$ cat config.mk
export PLATFORM = sky130hd
export DESIGN_NAME = renameCore
export DESIGN_NICKNAME = d
export VERILOG_FILES = /design/src/coreDefs.sv /design/src/execUnit.sv /design/src/instDecoder.sv /design/src/issueControl.sv /design/src/regFile.sv /design/src/renameCore.sv /design/src/reorderBuffer.sv
export SDC_FILE = /design/constraint.sdc
export NUM_CORES = 2
export LEC_CHECK = 0
export ABC_AREA = 1
export BUFFER_PORTS_ARGS = -buffer_cell sky130_fd_sc_hd__buf_4
export CAP_MARGIN = 10
export CELL_PAD_IN_SITES_DETAIL_PLACEMENT = 1
export CELL_PAD_IN_SITES_GLOBAL_PLACEMENT = 1
export CORE_MARGIN = 10
export CORE_UTILIZATION = 48
export CTS_CLUSTER_DIAMETER = 200
export DETAILED_ROUTE_END_ITERATION = 8
export PLACE_DENSITY_LB_ADDON = 0.1
export SLEW_MARGIN = 20
export SYNTH_ARGS = -nofsm -noshare
export SYNTH_HDL_FRONTEND = slang
export SYNTH_SLANG_ARGS = --single-unit
$ cat constraint.sdc
create_clock -name clk -period 56.4 [get_ports clk]
set_clock_uncertainty 0.05 [all_clocks]
set_input_delay 11.28 -clock clk [delete_from_list [all_inputs] [get_ports clk]]
set_output_delay 11.28 -clock clk [all_outputs]
set_load 0.05 [all_outputs]
$ cat src/coreDefs.sv
package coreDefs;

    // ******************************
    // sizes
    // ******************************
    localparam int regIdxWidth = 5;
    localparam int dataWidth = 32;
    localparam int tagWidth = 3;
    localparam int robEntries = 7;

    // ******************************
    // instruction encoding
    // ******************************
    localparam logic [6:0] opcodeReg = 7'b0110011;
    localparam logic [6:0] opcodeImm = 7'b0010011;

    localparam logic [2:0] funct3AddSub = 3'b000;
    localparam logic [2:0] funct3Slt = 3'b010;
    localparam logic [2:0] funct3Xor = 3'b100;
    localparam logic [2:0] funct3Or = 3'b110;
    localparam logic [2:0] funct3And = 3'b111;

    localparam logic [6:0] funct7Base = 7'b0000000;
    localparam logic [6:0] funct7Sub = 7'b0100000;

    // ******************************
    // ALU operations
    // ******************************
    localparam int aluOpWidth = 3;
    localparam logic [aluOpWidth-1:0] aluAdd = 3'd0;
    localparam logic [aluOpWidth-1:0] aluSub = 3'd1;
    localparam logic [aluOpWidth-1:0] aluAnd = 3'd2;
    localparam logic [aluOpWidth-1:0] aluOr = 3'd3;
    localparam logic [aluOpWidth-1:0] aluXor = 3'd4;
    localparam logic [aluOpWidth-1:0] aluSlt = 3'd5;

    // the same word seen as register-register or register-immediate fields.
    typedef union packed {
        struct packed {
            logic [6:0] funct7;
            logic [4:0] rs2;
            logic [4:0] rs1;
            logic [2:0] funct3;
            logic [4:0] rd;
            logic [6:0] opcode;
        } r;
        struct packed {
            logic [11:0] imm12;
            logic [4:0] rs1;
            logic [2:0] funct3;
            logic [4:0] rd;
            logic [6:0] opcode;
        } i;
    } instWord_u;

endpackage

$ cat src/execUnit.sv
`timescale 1ns/1ps

module execUnit
    import coreDefs::*;
(
    input logic clk,
    input logic rst,
    input logic load,
    input logic [aluOpWidth-1:0] aluOpIn,
    input logic [dataWidth-1:0] immIn,
    input logic useImmIn,
    input logic [tagWidth-1:0] tagIn,
    input logic [dataWidth-1:0] regData1,
    input logic [dataWidth-1:0] regData2,
    input logic [tagWidth-1:0] regTag1,
    input logic [tagWidth-1:0] regTag2,
    input logic [dataWidth-1:0] robReadData1,
    input logic [dataWidth-1:0] robReadData2,
    output logic [tagWidth-1:0] robReadTag1,
    output logic [tagWidth-1:0] robReadTag2,
    output logic [tagWidth-1:0] resultTag,
    output logic [dataWidth-1:0] result
);

    logic [aluOpWidth-1:0] aluOp;
    logic [dataWidth-1:0] imm;
    logic useImm;
    logic [dataWidth-1:0] opA;
    logic [dataWidth-1:0] opB;

    always_ff @(posedge clk or posedge rst) begin
        if (rst) begin
            aluOp <= aluAdd;
            imm <= '0;
            useImm <= 1'b0;
            resultTag <= '0;
        end else if (load) begin
            aluOp <= aluOpIn;
            imm <= immIn;
            useImm <= useImmIn;
            resultTag <= tagIn;
        end
    end

    // a pending source takes its value from the producer's reorder-buffer entry.
    assign robReadTag1 = regTag1;
    assign robReadTag2 = regTag2;
    assign opA = (regTag1 != '0) ? robReadData1 : regData1;
    assign opB = useImm ? imm : ((regTag2 != '0) ? robReadData2 : regData2);

    always_comb begin
        case (aluOp)
            aluSub: result = opA - opB;
            aluAnd: result = opA & opB;
            aluOr: result = opA | opB;
            aluXor: result = opA ^ opB;
            aluSlt: result = ($signed(opA) < $signed(opB)) ? dataWidth'(1) : '0;
            default: result = opA + opB;
        endcase
    end

endmodule

$ cat src/instDecoder.sv
`timescale 1ns/1ps

module instDecoder
    import coreDefs::*;
(
    input instWord_u instWord,
    output logic [regIdxWidth-1:0] rs1,
    output logic [regIdxWidth-1:0] rs2,
    output logic [regIdxWidth-1:0] rd,
    output logic [aluOpWidth-1:0] aluOp,
    output logic [dataWidth-1:0] imm,
    output logic useImm,
    output logic writesRd
);

    logic legalFunct7;

    // rs2 holds immediate bits for an I-type word and is simply ignored then.
    assign rs1 = instWord.r.rs1;
    assign rs2 = instWord.r.rs2;
    assign imm = {{(dataWidth - 12){instWord.i.imm12[11]}}, instWord.i.imm12};

    // an instruction without a destination retires with rd zero, so it never writes.
    assign rd = writesRd ? instWord.r.rd : '0;

    assign legalFunct7 = (instWord.r.funct7 == funct7Base) ||
                         (instWord.r.funct7 == funct7Sub && instWord.r.funct3 == funct3AddSub);

    always_comb begin
        aluOp = aluAdd;
        useImm = 1'b0;
        writesRd = 1'b0;
        case (instWord.r.opcode)
            opcodeReg: begin
                writesRd = legalFunct7;
                case (instWord.r.funct3)
                    funct3AddSub: aluOp = (instWord.r.funct7 == funct7Sub) ? aluSub : aluAdd;
                    funct3Slt: aluOp = aluSlt;
                    funct3Xor: aluOp = aluXor;
                    funct3Or: aluOp = aluOr;
                    funct3And: aluOp = aluAnd;
                    default: writesRd = 1'b0;
                endcase
            end
            opcodeImm: begin
                useImm = 1'b1;
                writesRd = 1'b1;
                case (instWord.i.funct3)
                    funct3AddSub: aluOp = aluAdd;
                    funct3Slt: aluOp = aluSlt;
                    funct3Xor: aluOp = aluXor;
                    funct3Or: aluOp = aluOr;
                    funct3And: aluOp = aluAnd;
                    default: writesRd = 1'b0;
                endcase
            end
            default: begin
                writesRd = 1'b0;
            end
        endcase
    end

endmodule

$ cat src/issueControl.sv
`timescale 1ns/1ps

module issueControl (
    input logic clk,
    input logic rst,
    input logic instValid,
    input logic flush,
    input logic commitHold,
    input logic robFull,
    input logic headReady,
    input logic writesRd,
    output logic accept,
    output logic renameEn,
    output logic instStall,
    output logic resultWrite,
    output logic retire
);

    logic execValid;

    // ******************************
    // issue side
    // ******************************
    // the stall is a plain level, high while every entry is taken.
    assign instStall = robFull;

    // an instruction seen during a flush is dropped.
    assign accept = instValid && !robFull && !flush;

    // only instructions with a destination touch the tag map.
    assign renameEn = accept && writesRd;

    // accept is already low during a flush, so this also empties the stage.
    always_ff @(posedge clk or posedge rst) begin
        if (rst) begin
            execValid <= 1'b0;
        end else begin
            execValid <= accept;
        end
    end

    // ******************************
    // completion and retire
    // ******************************
    // a flush squashes the instruction in execute before it reaches the buffer.
    assign resultWrite = execValid && !flush;

    // retire stops under back-pressure and during a flush.
    assign retire = headReady && !commitHold && !flush;

    // a head entry only turns ready through a result written at the edge before.
    headReadyAfterWrite: assert property (@(posedge clk) disable iff (rst)
        $rose(headReady) |-> $past(resultWrite))
        else $error("head became ready without a result write");

endmodule

$ cat src/regFile.sv
`timescale 1ns/1ps

module regFile
    import coreDefs::*;
(
    input logic clk,
    input logic rst,
    input logic flush,
    input logic renameEn,
    input logic [regIdxWidth-1:0] renameRd,
    input logic [tagWidth-1:0] renameTag,
    input logic retireEn,
    input logic [regIdxWidth-1:0] retireRd,
    input logic [tagWidth-1:0] retireTag,
    input logic [dataWidth-1:0] retireData,
    input logic [regIdxWidth-1:0] readIdx1,
    input logic [regIdxWidth-1:0] readIdx2,
    output logic [dataWidth-1:0] readData1,
    output logic [dataWidth-1:0] readData2,
    output logic [tagWidth-1:0] readTag1,
    output logic [tagWidth-1:0] readTag2
);

    localparam int regCount = 2 ** regIdxWidth;

    logic [dataWidth-1:0] regs [regCount];
    logic [tagWidth-1:0] tags [regCount];

    logic retireWrite;
    logic retireClear;
    logic renameHit;

    // register zero is never written or tagged.
    assign retireWrite = retireEn && (retireRd != '0);
    assign retireClear = retireWrite && (tags[retireRd] == retireTag);
    assign renameHit = renameEn && (renameRd != '0);

    always_ff @(posedge clk or posedge rst) begin
        if (rst) begin
            for (int k = 0; k < regCount; k++) begin
                regs[k] <= '0;
            end
        end else if (retireWrite) begin
            regs[retireRd] <= retireData;
        end
    end

    // the rename comes last, so it overrides a clear of the same register.
    always_ff @(posedge clk or posedge rst) begin
        if (rst) begin
            for (int k = 0; k < regCount; k++) begin
                tags[k] <= '0;
            end
        end else if (flush) begin
            for (int k = 0; k < regCount; k++) begin
                tags[k] <= '0;
            end
        end else begin
            if (retireClear) begin
                tags[retireRd] <= '0;
            end
            if (renameHit) begin
                tags[renameRd] <= renameTag;
            end
        end
    end

    // ******************************
    // read ports
    // ******************************
    // the sources belong to the instruction being renamed, so they see the tags
    // from before its own rename; a retire in the same cycle is forwarded.
    always_ff @(posedge clk or posedge rst) begin
        if (rst) begin
            readTag1 <= '0;
            readTag2 <= '0;
        end else begin
            if (flush || (retireClear && retireRd == readIdx1)) begin
                readTag1 <= '0;
            end else begin
                readTag1 <= tags[readIdx1];
            end
            if (flush || (retireClear && retireRd == readIdx2)) begin
                readTag2 <= '0;
            end else begin
                readTag2 <= tags[readIdx2];
            end
        end
    end

    always_ff @(posedge clk or posedge rst) begin
        if (rst) begin
            readData1 <= '0;
            readData2 <= '0;
        end else begin
            readData1 <= (retireWrite && retireRd == readIdx1) ? retireData : regs[readIdx1];
            readData2 <= (retireWrite && retireRd == readIdx2) ? retireData : regs[readIdx2];
        end
    end

    renameTagNonZero: assert property (@(posedge clk) disable iff (rst)
        renameEn |-> renameTag != '0)
        else $error("rename issued with tag zero");

endmodule

$ cat src/renameCore.sv
`timescale 1ns/1ps

module renameCore
    import coreDefs::*;
(
    input logic clk,
    input logic rst,
    input logic instValid,
    input logic [dataWidth-1:0] instWord,
    input logic flush,
    input logic commitHold,
    output logic instStall,
    output logic commitValid,
    output logic [regIdxWidth-1:0] commitRd,
    output logic [dataWidth-1:0] commitData
);

    logic [regIdxWidth-1:0] rs1;
    logic [regIdxWidth-1:0] rs2;
    logic [regIdxWidth-1:0] rd;
    logic [aluOpWidth-1:0] aluOp;
    logic [dataWidth-1:0] imm;
    logic useImm;
    logic writesRd;

    logic accept;
    logic renameEn;
    logic resultWrite;
    logic robFull;
    logic headReady;
    logic [tagWidth-1:0] allocTag;
    logic [tagWidth-1:0] headTag;

    logic [dataWidth-1:0] readData1;
    logic [dataWidth-1:0] readData2;
    logic [tagWidth-1:0] readTag1;
    logic [tagWidth-1:0] readTag2;
    logic [tagWidth-1:0] robReadTag1;
    logic [tagWidth-1:0] robReadTag2;
    logic [dataWidth-1:0] robReadData1;
    logic [dataWidth-1:0] robReadData2;
    logic [tagWidth-1:0] resultTag;
    logic [dataWidth-1:0] result;

    instDecoder i_instDecoder (
        .instWord(instWord),
        .rs1(rs1),
        .rs2(rs2),
        .rd(rd),
        .aluOp(aluOp),
        .imm(imm),
        .useImm(useImm),
        .writesRd(writesRd)
    );

    // the retiring head entry is also the commit report.
    regFile i_regFile (
        .clk(clk),
        .rst(rst),
        .flush(flush),
        .renameEn(renameEn),
        .renameRd(rd),
        .renameTag(allocTag),
        .retireEn(commitValid),
        .retireRd(commitRd),
        .retireTag(headTag),
        .retireData(commitData),
        .readIdx1(rs1),
        .readIdx2(rs2),
        .readData1(readData1),
        .readData2(readData2),
        .readTag1(readTag1),
        .readTag2(readTag2)
    );

    reorderBuffer i_reorderBuffer (
        .clk(clk),
        .rst(rst),
        .flush(flush),
        .alloc(accept),
        .allocRd(rd),
        .resultWrite(resultWrite),
        .resultTag(resultTag),
        .resultData(result),
        .retire(commitValid),
        .readTag1(robReadTag1),
        .readTag2(robReadTag2),
        .allocTag(allocTag),
        .full(robFull),
        .headReady(headReady),
        .headRd(commitRd),
        .headTag(headTag),
        .headData(commitData),
        .robReadData1(robReadData1),
        .robReadData2(robReadData2)
    );

    execUnit i_execUnit (
        .clk(clk),
        .rst(rst),
        .load(accept),
        .aluOpIn(aluOp),
        .immIn(imm),
        .useImmIn(useImm),
        .tagIn(allocTag),
        .regData1(readData1),
        .regData2(readData2),
        .regTag1(readTag1),
        .regTag2(readTag2),
        .robReadData1(robReadData1),
        .robReadData2(robReadData2),
        .robReadTag1(robReadTag1),
        .robReadTag2(robReadTag2),
        .resultTag(resultTag),
        .result(result)
    );

    issueControl i_issueControl (
        .clk(clk),
        .rst(rst),
        .instValid(instValid),
        .flush(flush),
        .commitHold(commitHold),
        .robFull(robFull),
        .headReady(headReady),
        .writesRd(writesRd),
        .accept(accept),
        .renameEn(renameEn),
        .instStall(instStall),
        .resultWrite(resultWrite),
        .retire(commitValid)
    );

endmodule

$ cat src/reorderBuffer.sv
`timescale 1ns/1ps

module reorderBuffer
    import coreDefs::*;
(
    input logic clk,
    input logic rst,
    input logic flush,
    input logic alloc,
    input logic [regIdxWidth-1:0] allocRd,
    input logic resultWrite,
    input logic [tagWidth-1:0] resultTag,
    input logic [dataWidth-1:0] resultData,
    input logic retire,
    input logic [tagWidth-1:0] readTag1,
    input logic [tagWidth-1:0] readTag2,
    output logic [tagWidth-1:0] allocTag,
    output logic full,
    output logic headReady,
    output logic [regIdxWidth-1:0] headRd,
    output logic [tagWidth-1:0] headTag,
    output logic [dataWidth-1:0] headData,
    output logic [dataWidth-1:0] robReadData1,
    output logic [dataWidth-1:0] robReadData2
);

    logic [regIdxWidth-1:0] entryRd [robEntries];
    logic [dataWidth-1:0] entryData [robEntries];
    logic [robEntries-1:0] entryReady;
    logic [tagWidth-1:0] head;
    logic [tagWidth-1:0] tail;
    logic [tagWidth-1:0] count;
    logic [tagWidth-1:0] resultIdx;

    function automatic logic [tagWidth-1:0] nextPtr(input logic [tagWidth-1:0] ptr);
        return (ptr == tagWidth'(robEntries - 1)) ? '0 : ptr + tagWidth'(1);
    endfunction

    // a tag is its entry index plus one, leaving tag zero free.
    assign allocTag = tail + tagWidth'(1);
    assign headTag = head + tagWidth'(1);
    assign resultIdx = resultTag - tagWidth'(1);
    assign full = (count == tagWidth'(robEntries));
    assign headReady = (count != '0) && entryReady[head];
    assign headRd = entryRd[head];
    assign headData = entryData[head];

    assign robReadData1 = (readTag1 != '0) ? entryData[readTag1 - tagWidth'(1)] : '0;
    assign robReadData2 = (readTag2 != '0) ? entryData[readTag2 - tagWidth'(1)] : '0;

    always_ff @(posedge clk or posedge rst) begin
        if (rst) begin
            head <= '0;
            tail <= '0;
            count <= '0;
            entryReady <= '0;
        end else if (flush) begin
            head <= '0;
            tail <= '0;
            count <= '0;
            entryReady <= '0;
        end else begin
            if (alloc) begin
                entryReady[tail] <= 1'b0;
                tail <= nextPtr(tail);
            end
            if (resultWrite) begin
                entryReady[resultIdx] <= 1'b1;
            end
            if (retire) begin
                head <= nextPtr(head);
            end
            case ({alloc, retire})
                2'b10: count <= count + tagWidth'(1);
                2'b01: count <= count - tagWidth'(1);
                default: count <= count;
            endcase
        end
    end

    // payload, kept until the entry is handed out again.
    always_ff @(posedge clk) begin
        if (alloc) begin
            entryRd[tail] <= allocRd;
        end
        if (resultWrite) begin
            entryData[resultIdx] <= resultData;
        end
    end

    noRetireEmpty: assert property (@(posedge clk) disable iff (rst)
        retire |-> count != '0)
        else $error("retire from an empty reorder buffer");

    noAllocFull: assert property (@(posedge clk) disable iff (rst)
        alloc |-> !full)
        else $error("allocation into a full reorder buffer");

endmodule

### Word level (Yosys, flattened, before mapping)

Memory sizes are Yosys's and may differ from the RTL's.
Index checks and enable logic that the tools add are counted.

* $add $sub $neg: 9
* $mul: 0
* div/mod/pow operators: 0
* $lt $le $gt $ge: 12
* equal/unequal tests: 20
* shifts and indexed selects: 0
* muxes and demuxes: 67
* bitwise operators: 12
* reduce and logical (&&, ||, !) cells: 36

Operator list (count)
* $bwmux 1024: 1
* $mux 96: 4
* $bmux 32 s5: 2
* $mux 32: 10
* $demux 32 s5: 1
* $pmux 32 s5: 1
* $and 96x96->96: 1
* $bwmux 96: 1
* $not 96->96: 1
* $mux 3: 17
* $bmux 3 s5: 3
* $add 32x32->32: 1
* $and 32x32->32: 1
* $lt 32x32->1: 1
* $or 32x32->32: 1
* $sub 32x32->32: 1
* $xor 32x32->32: 1
* $demux 3 s5: 2
* $mux 7: 4
* $eq 3x3->1 const B: 8
* $ge 6x6->1 const B: 4
* $not 5->6: 4
* $logic_and 1x1->1: 19
* $pmux 3 s5: 1
* other kinds (31): 66

* flip-flop bits (word level): 1226
* bits in latches: 0
* bits in writable memories: 259
* bits in read-only memories: 0
* input bits: 37
* output and inout bits: 39
* memories kept: 2

Memories
* i_reorderBuffer.entryData: depth 7, bits a word 32, rd ports 3, clocked after Yosys merged registers in 0, wr ports 1, RTL line reorderBuffer.sv:28 `logic [dataWidth-1:0] entryData [robEntries];`
* i_reorderBuffer.entryRd: depth 7, bits a word 5, rd ports 1, clocked after Yosys merged registers in 0, wr ports 1, RTL line reorderBuffer.sv:27 `logic [regIdxWidth-1:0] entryRd [robEntries];`

### Logic depth before layout (Yosys ltp)

* depth after elaboration: 14
* gate-level depth with buffers: 34

### Modules after synthesis

From an unflattened synthesis, not the netlist that was laid out.

* cell total of the unflattened synthesis: 12726
* area total of the unflattened synthesis: 90893.4 µm²

Modules (own cells, without submodules)
* regFile: times used 1, cells each 8698, area each 64105.2 µm², seq. area each 29778.6 µm²
* reorderBuffer: times used 1, cells each 2284, area each 16733.5 µm², seq. area each 8177.8 µm²
* execUnit: times used 1, cells each 1635, area each 9415.3 µm², seq. area each 975.9 µm²
* instDecoder: times used 1, cells each 98, area each 566.8 µm², seq. area each 0.0 µm²
* issueControl: times used 1, cells each 11, area each 72.6 µm², seq. area each 25.0 µm²

### Least setup slack after synthesis

OpenSTA, ideal clock, no wires.

* kind: input port to output port
* start point: in commitHold
* end point: out commitValid
* arrival time: 12114 ps
* setup slack: 32956 ps
* stages on the path: 6
* buffers on the path: 0
* cells stage by stage: a31oi_1 > o21a_1 > nand2_1 > clkinv_1 > nand2_1 > inv_1

* longest elaborated chain between the ends: 3

RTL lines
* start, declared: RTL line renameCore.sv:11 `input logic commitHold,`
* $logic_not 1->1: RTL line issueControl.sv:49 `assign retire = headReady && !commitHold && !flush;`
* $logic_and 1x1->1 (2 in series): RTL line issueControl.sv:49
* end, declared: RTL line renameCore.sv:13 `output logic commitValid,`

No other way between the ends.

### Worst setup path after layout

Same ends and word-level chain as after synthesis.

==> impl_metrics.toml <==
[yosys]
synth_top_area_frac = 0.352
synth_seq_area_share = 0.442
ys.flop_type = "dfrtp_1"
synth_fp_nets = 11800
synth_commonest_cells = "o21ai_0 (2,501), nand2_1 (1,567), a21oi_1 (1,539)"
yosys.area.top_type = "dfrtp_1"
syn_avg_cell_area_sq_um = 7.46
synth_cell_type_count = 58
synth.cell_area_sq_um = 87100
yosysMostFrequentCell = "o21ai_0"
synth.area.top_cells = "dfrtp_1 (35%), o21ai_0 (14%), edfxtp_1 (8.9%)"
ys_ff_latch = 1485
synth_edf_count = 259
synth_cells = 11700
synth_warnings = 0
synthArstFlopShare = 0.826

[hold_path]
holdCritPathClass = "reg -> reg"
min_from = "i_regFile.regs[1020]"

[clocking]
clockBufferDepth = 3
cts_tree = "built"
clock_latency_ns = 0.85
cts_buffers = 171
cts_root_buffer = "clkbuf_16"
htreeDepth = 4
clkTransAtPathRegs_ns = 0.06
post_cts_buffers = 0
cts.sinks = 1485
cts_hold_buffers = 0
post_cts_resized = 0

[drt]
wl_per_cell_um = 28.8
first_pass_iters = 6
drc_errors = 0
drt-vias-per-instance = 6.58
vias = 89600
drt-total-wl_um = 392000
ant_nets = 0
initialDrtViolationCount = 9716

[timing]
slew_viol_final = 0
max_slew_margin = 0.176
final-setup-viol-count = 0
finalHoldViolCount = 0
fin_crit_sh = 0.424
finalCriticalPeriod_ns = 23.90
rsz0062_at_grt = "false"
hold_ws_ns = 0.343
fmax_mhz = 41.8
max_slew.worst_pin.slew_ns = 1.24
fin_tns_setup_ns = 0
setup_ws_ns = 32.50

[floorplanning]
initial_core_util = 0.482
die_h_um = 446
fp-row-count = 156
die-area_sq_um = 199000
io_pins = 76
dieWidth_um = 446
core_area_sq_um = 181000

[setup_path]
crit_buf_inv = 4
cp.arrival_ns = 12.57
crit_fanout = 4
slowest_stage = "buf_4"
critPathTopFamily = "buffers and inverters"
reg2reg_from = "i_regFile.readTag2[0]"
path_cells = "buf_4 -> a31oi_1 -> o21a_1 -> nand2_1 -> clkinv_1 -> nand2_1 -> inv_1 -> buf_4"
max_stage_delay_ns = 0.25
crit_path_end_kind = "output pin"
crit_path_start = "commitHold"
cp-start-kind = "primary input"
cp.required_ns = 45.07
critPathKind = "in -> out"

[final_layout]
drive_gt1_frac = 0.0622
stdcell_count = 13600
nets = 11200
area_growth_pct = 8.34

[placed_design]
dp_slack_ns = 32.54
routabilityCongestion = 0.983
io_buffers = 75
dp_hpwl_um = 231000
dp.cells = 13300

[run]
maxCapViolCount = 0

[pwr]
peakVddDrop_mv = 0.0261
power_density_nw_per_um2 = 32.3
leakagePower_nw = 40.7

[global_route]
grt_max_degree = 176
grt_pass1_vias = 91100
grt_first_pass_wirelength_um = 581000
grt_overflow = 0
grt_usage = 0.382
antenna_found_initial = 22

[run_status]
status = "finished clean"
## path summary, 6_finish.rpt
path | cells after the start | slack [ns] | end
worst max-delay path | 8 | 32.50 | commitValid
worst min-delay path | 0 | 0.34 | i_regFile.regs[1020]
worst max register to register | 31 | 48.38 | i_reorderBuffer.entryData[1][31]
worst min register to register | 0 | 0.34 | i_regFile.regs[1020]
max in group asynchronous | 6 | 41.98 | i_regFile.regs[356]
min in group asynchronous | 2 | 10.48 | i_regFile.regs[922]
## power by group
group | switching, mW | internal, mW
combinational | 0.522 | 0.166
clock | 0.489 | 0.680
sequential | 0.0208 | 1.17
## placed cells by master (no fill, tap or decap), drive strengths merged, types with 18 or more instances in the layout
cell	synthesis	layout
o211ai	276	276
clkinv	7	54
nand3	692	692
o221ai	49	49
a21oi	1542	1542
nand4	42	42
clkbuf	784	253
ha	105	105
o22ai	48	48
inv	981	982
buf	259	282
nor2	967	967
dfrtp	1226	1226
o311ai	18	18
nand2	1576	1576
o21ai	2631	2631
edfxtp	259	259
a31oi	43	43
nand3b	24	24
## per-stage QoR
step	cell area [sq um]	util	power, mW
global route	94300	0.523	3.15
CTS	94300	0.522	3.03
floorplan	87100	-	1.63
finish	94400	0.523	3.04
detailed placement	88500	0.490	1.87
global placement	88500	0.490	1.85
## logic make-up (layout without fill, tap and decap cells)
kind of cell,Yosys count,count (layout),share of synthesized area
buffers and inverters,2031,1588,0.0916
adder cells (fa/ha/maj),108,108,0.0158
XOR/XNOR,23,23,0.00231
other,0,8,0
multiplexers,2,2,0.000259
AO/OA/AOI/OAI,4695,4695,0.285
AND/OR/NAND/NOR,3335,3335,0.163
flip-flops,1485,1485,0.442
## flip-flops by register name, indices dropped and copies added (netlist names)
signal and flops:
i_regFile.regs 1024, i_reorderBuffer.entryData 224, i_regFile.tags 96, i_reorderBuffer.entryRd 35, i_regFile.readData1 32, i_regFile.readData2 32
i_execUnit.imm 12, i_reorderBuffer.entryReady 7, i_execUnit.aluOp 3, i_execUnit.resultTag 3, i_regFile.readTag1 3, i_regFile.readTag2 3
i_reorderBuffer.count 3, i_reorderBuffer.head 3, i_reorderBuffer.tail 3, i_execUnit.useImm 1, i_issueControl.execValid 1
## worst register-to-register path, delay by kind of cell (launching register included)
family | cells | cell delay [ns]
buffers and inverters | 7 | 2.48
AND/OR/NAND/NOR | 17 | 2.07
AO/OA/AOI/OAI | 5 | 1.54
adder cells (fa/ha/maj) | 2 | 1.19
flip-flops | 1 | 0.34
## layout make-up
| type | instances | area, sq um |
|---|---|---|
| well taps | 2370 | 2970 |
| clock buffers | 251 | 5040 |
| multi-input cells | 8163 | 41000 |
| diodes | 8 | 20.0 |
| clock inverters | 65 | 790 |
| fillers | 22300 | 86200 |
| flip-flops and latches | 1485 | 38500 |
| inverters | 988 | 3760 |
| repair buffers | 284 | 2300 |
## routing by layer
metal  track usage  wire length (um)  up-vias
met2         0.599            174000     4921
met5             0               130        -
met4         0.200             22800       20
met1         0.487            152000    44700
met3        0.0947             42400     1331
li1              -                 -    38600
Power figures use the tool's default switching activity.
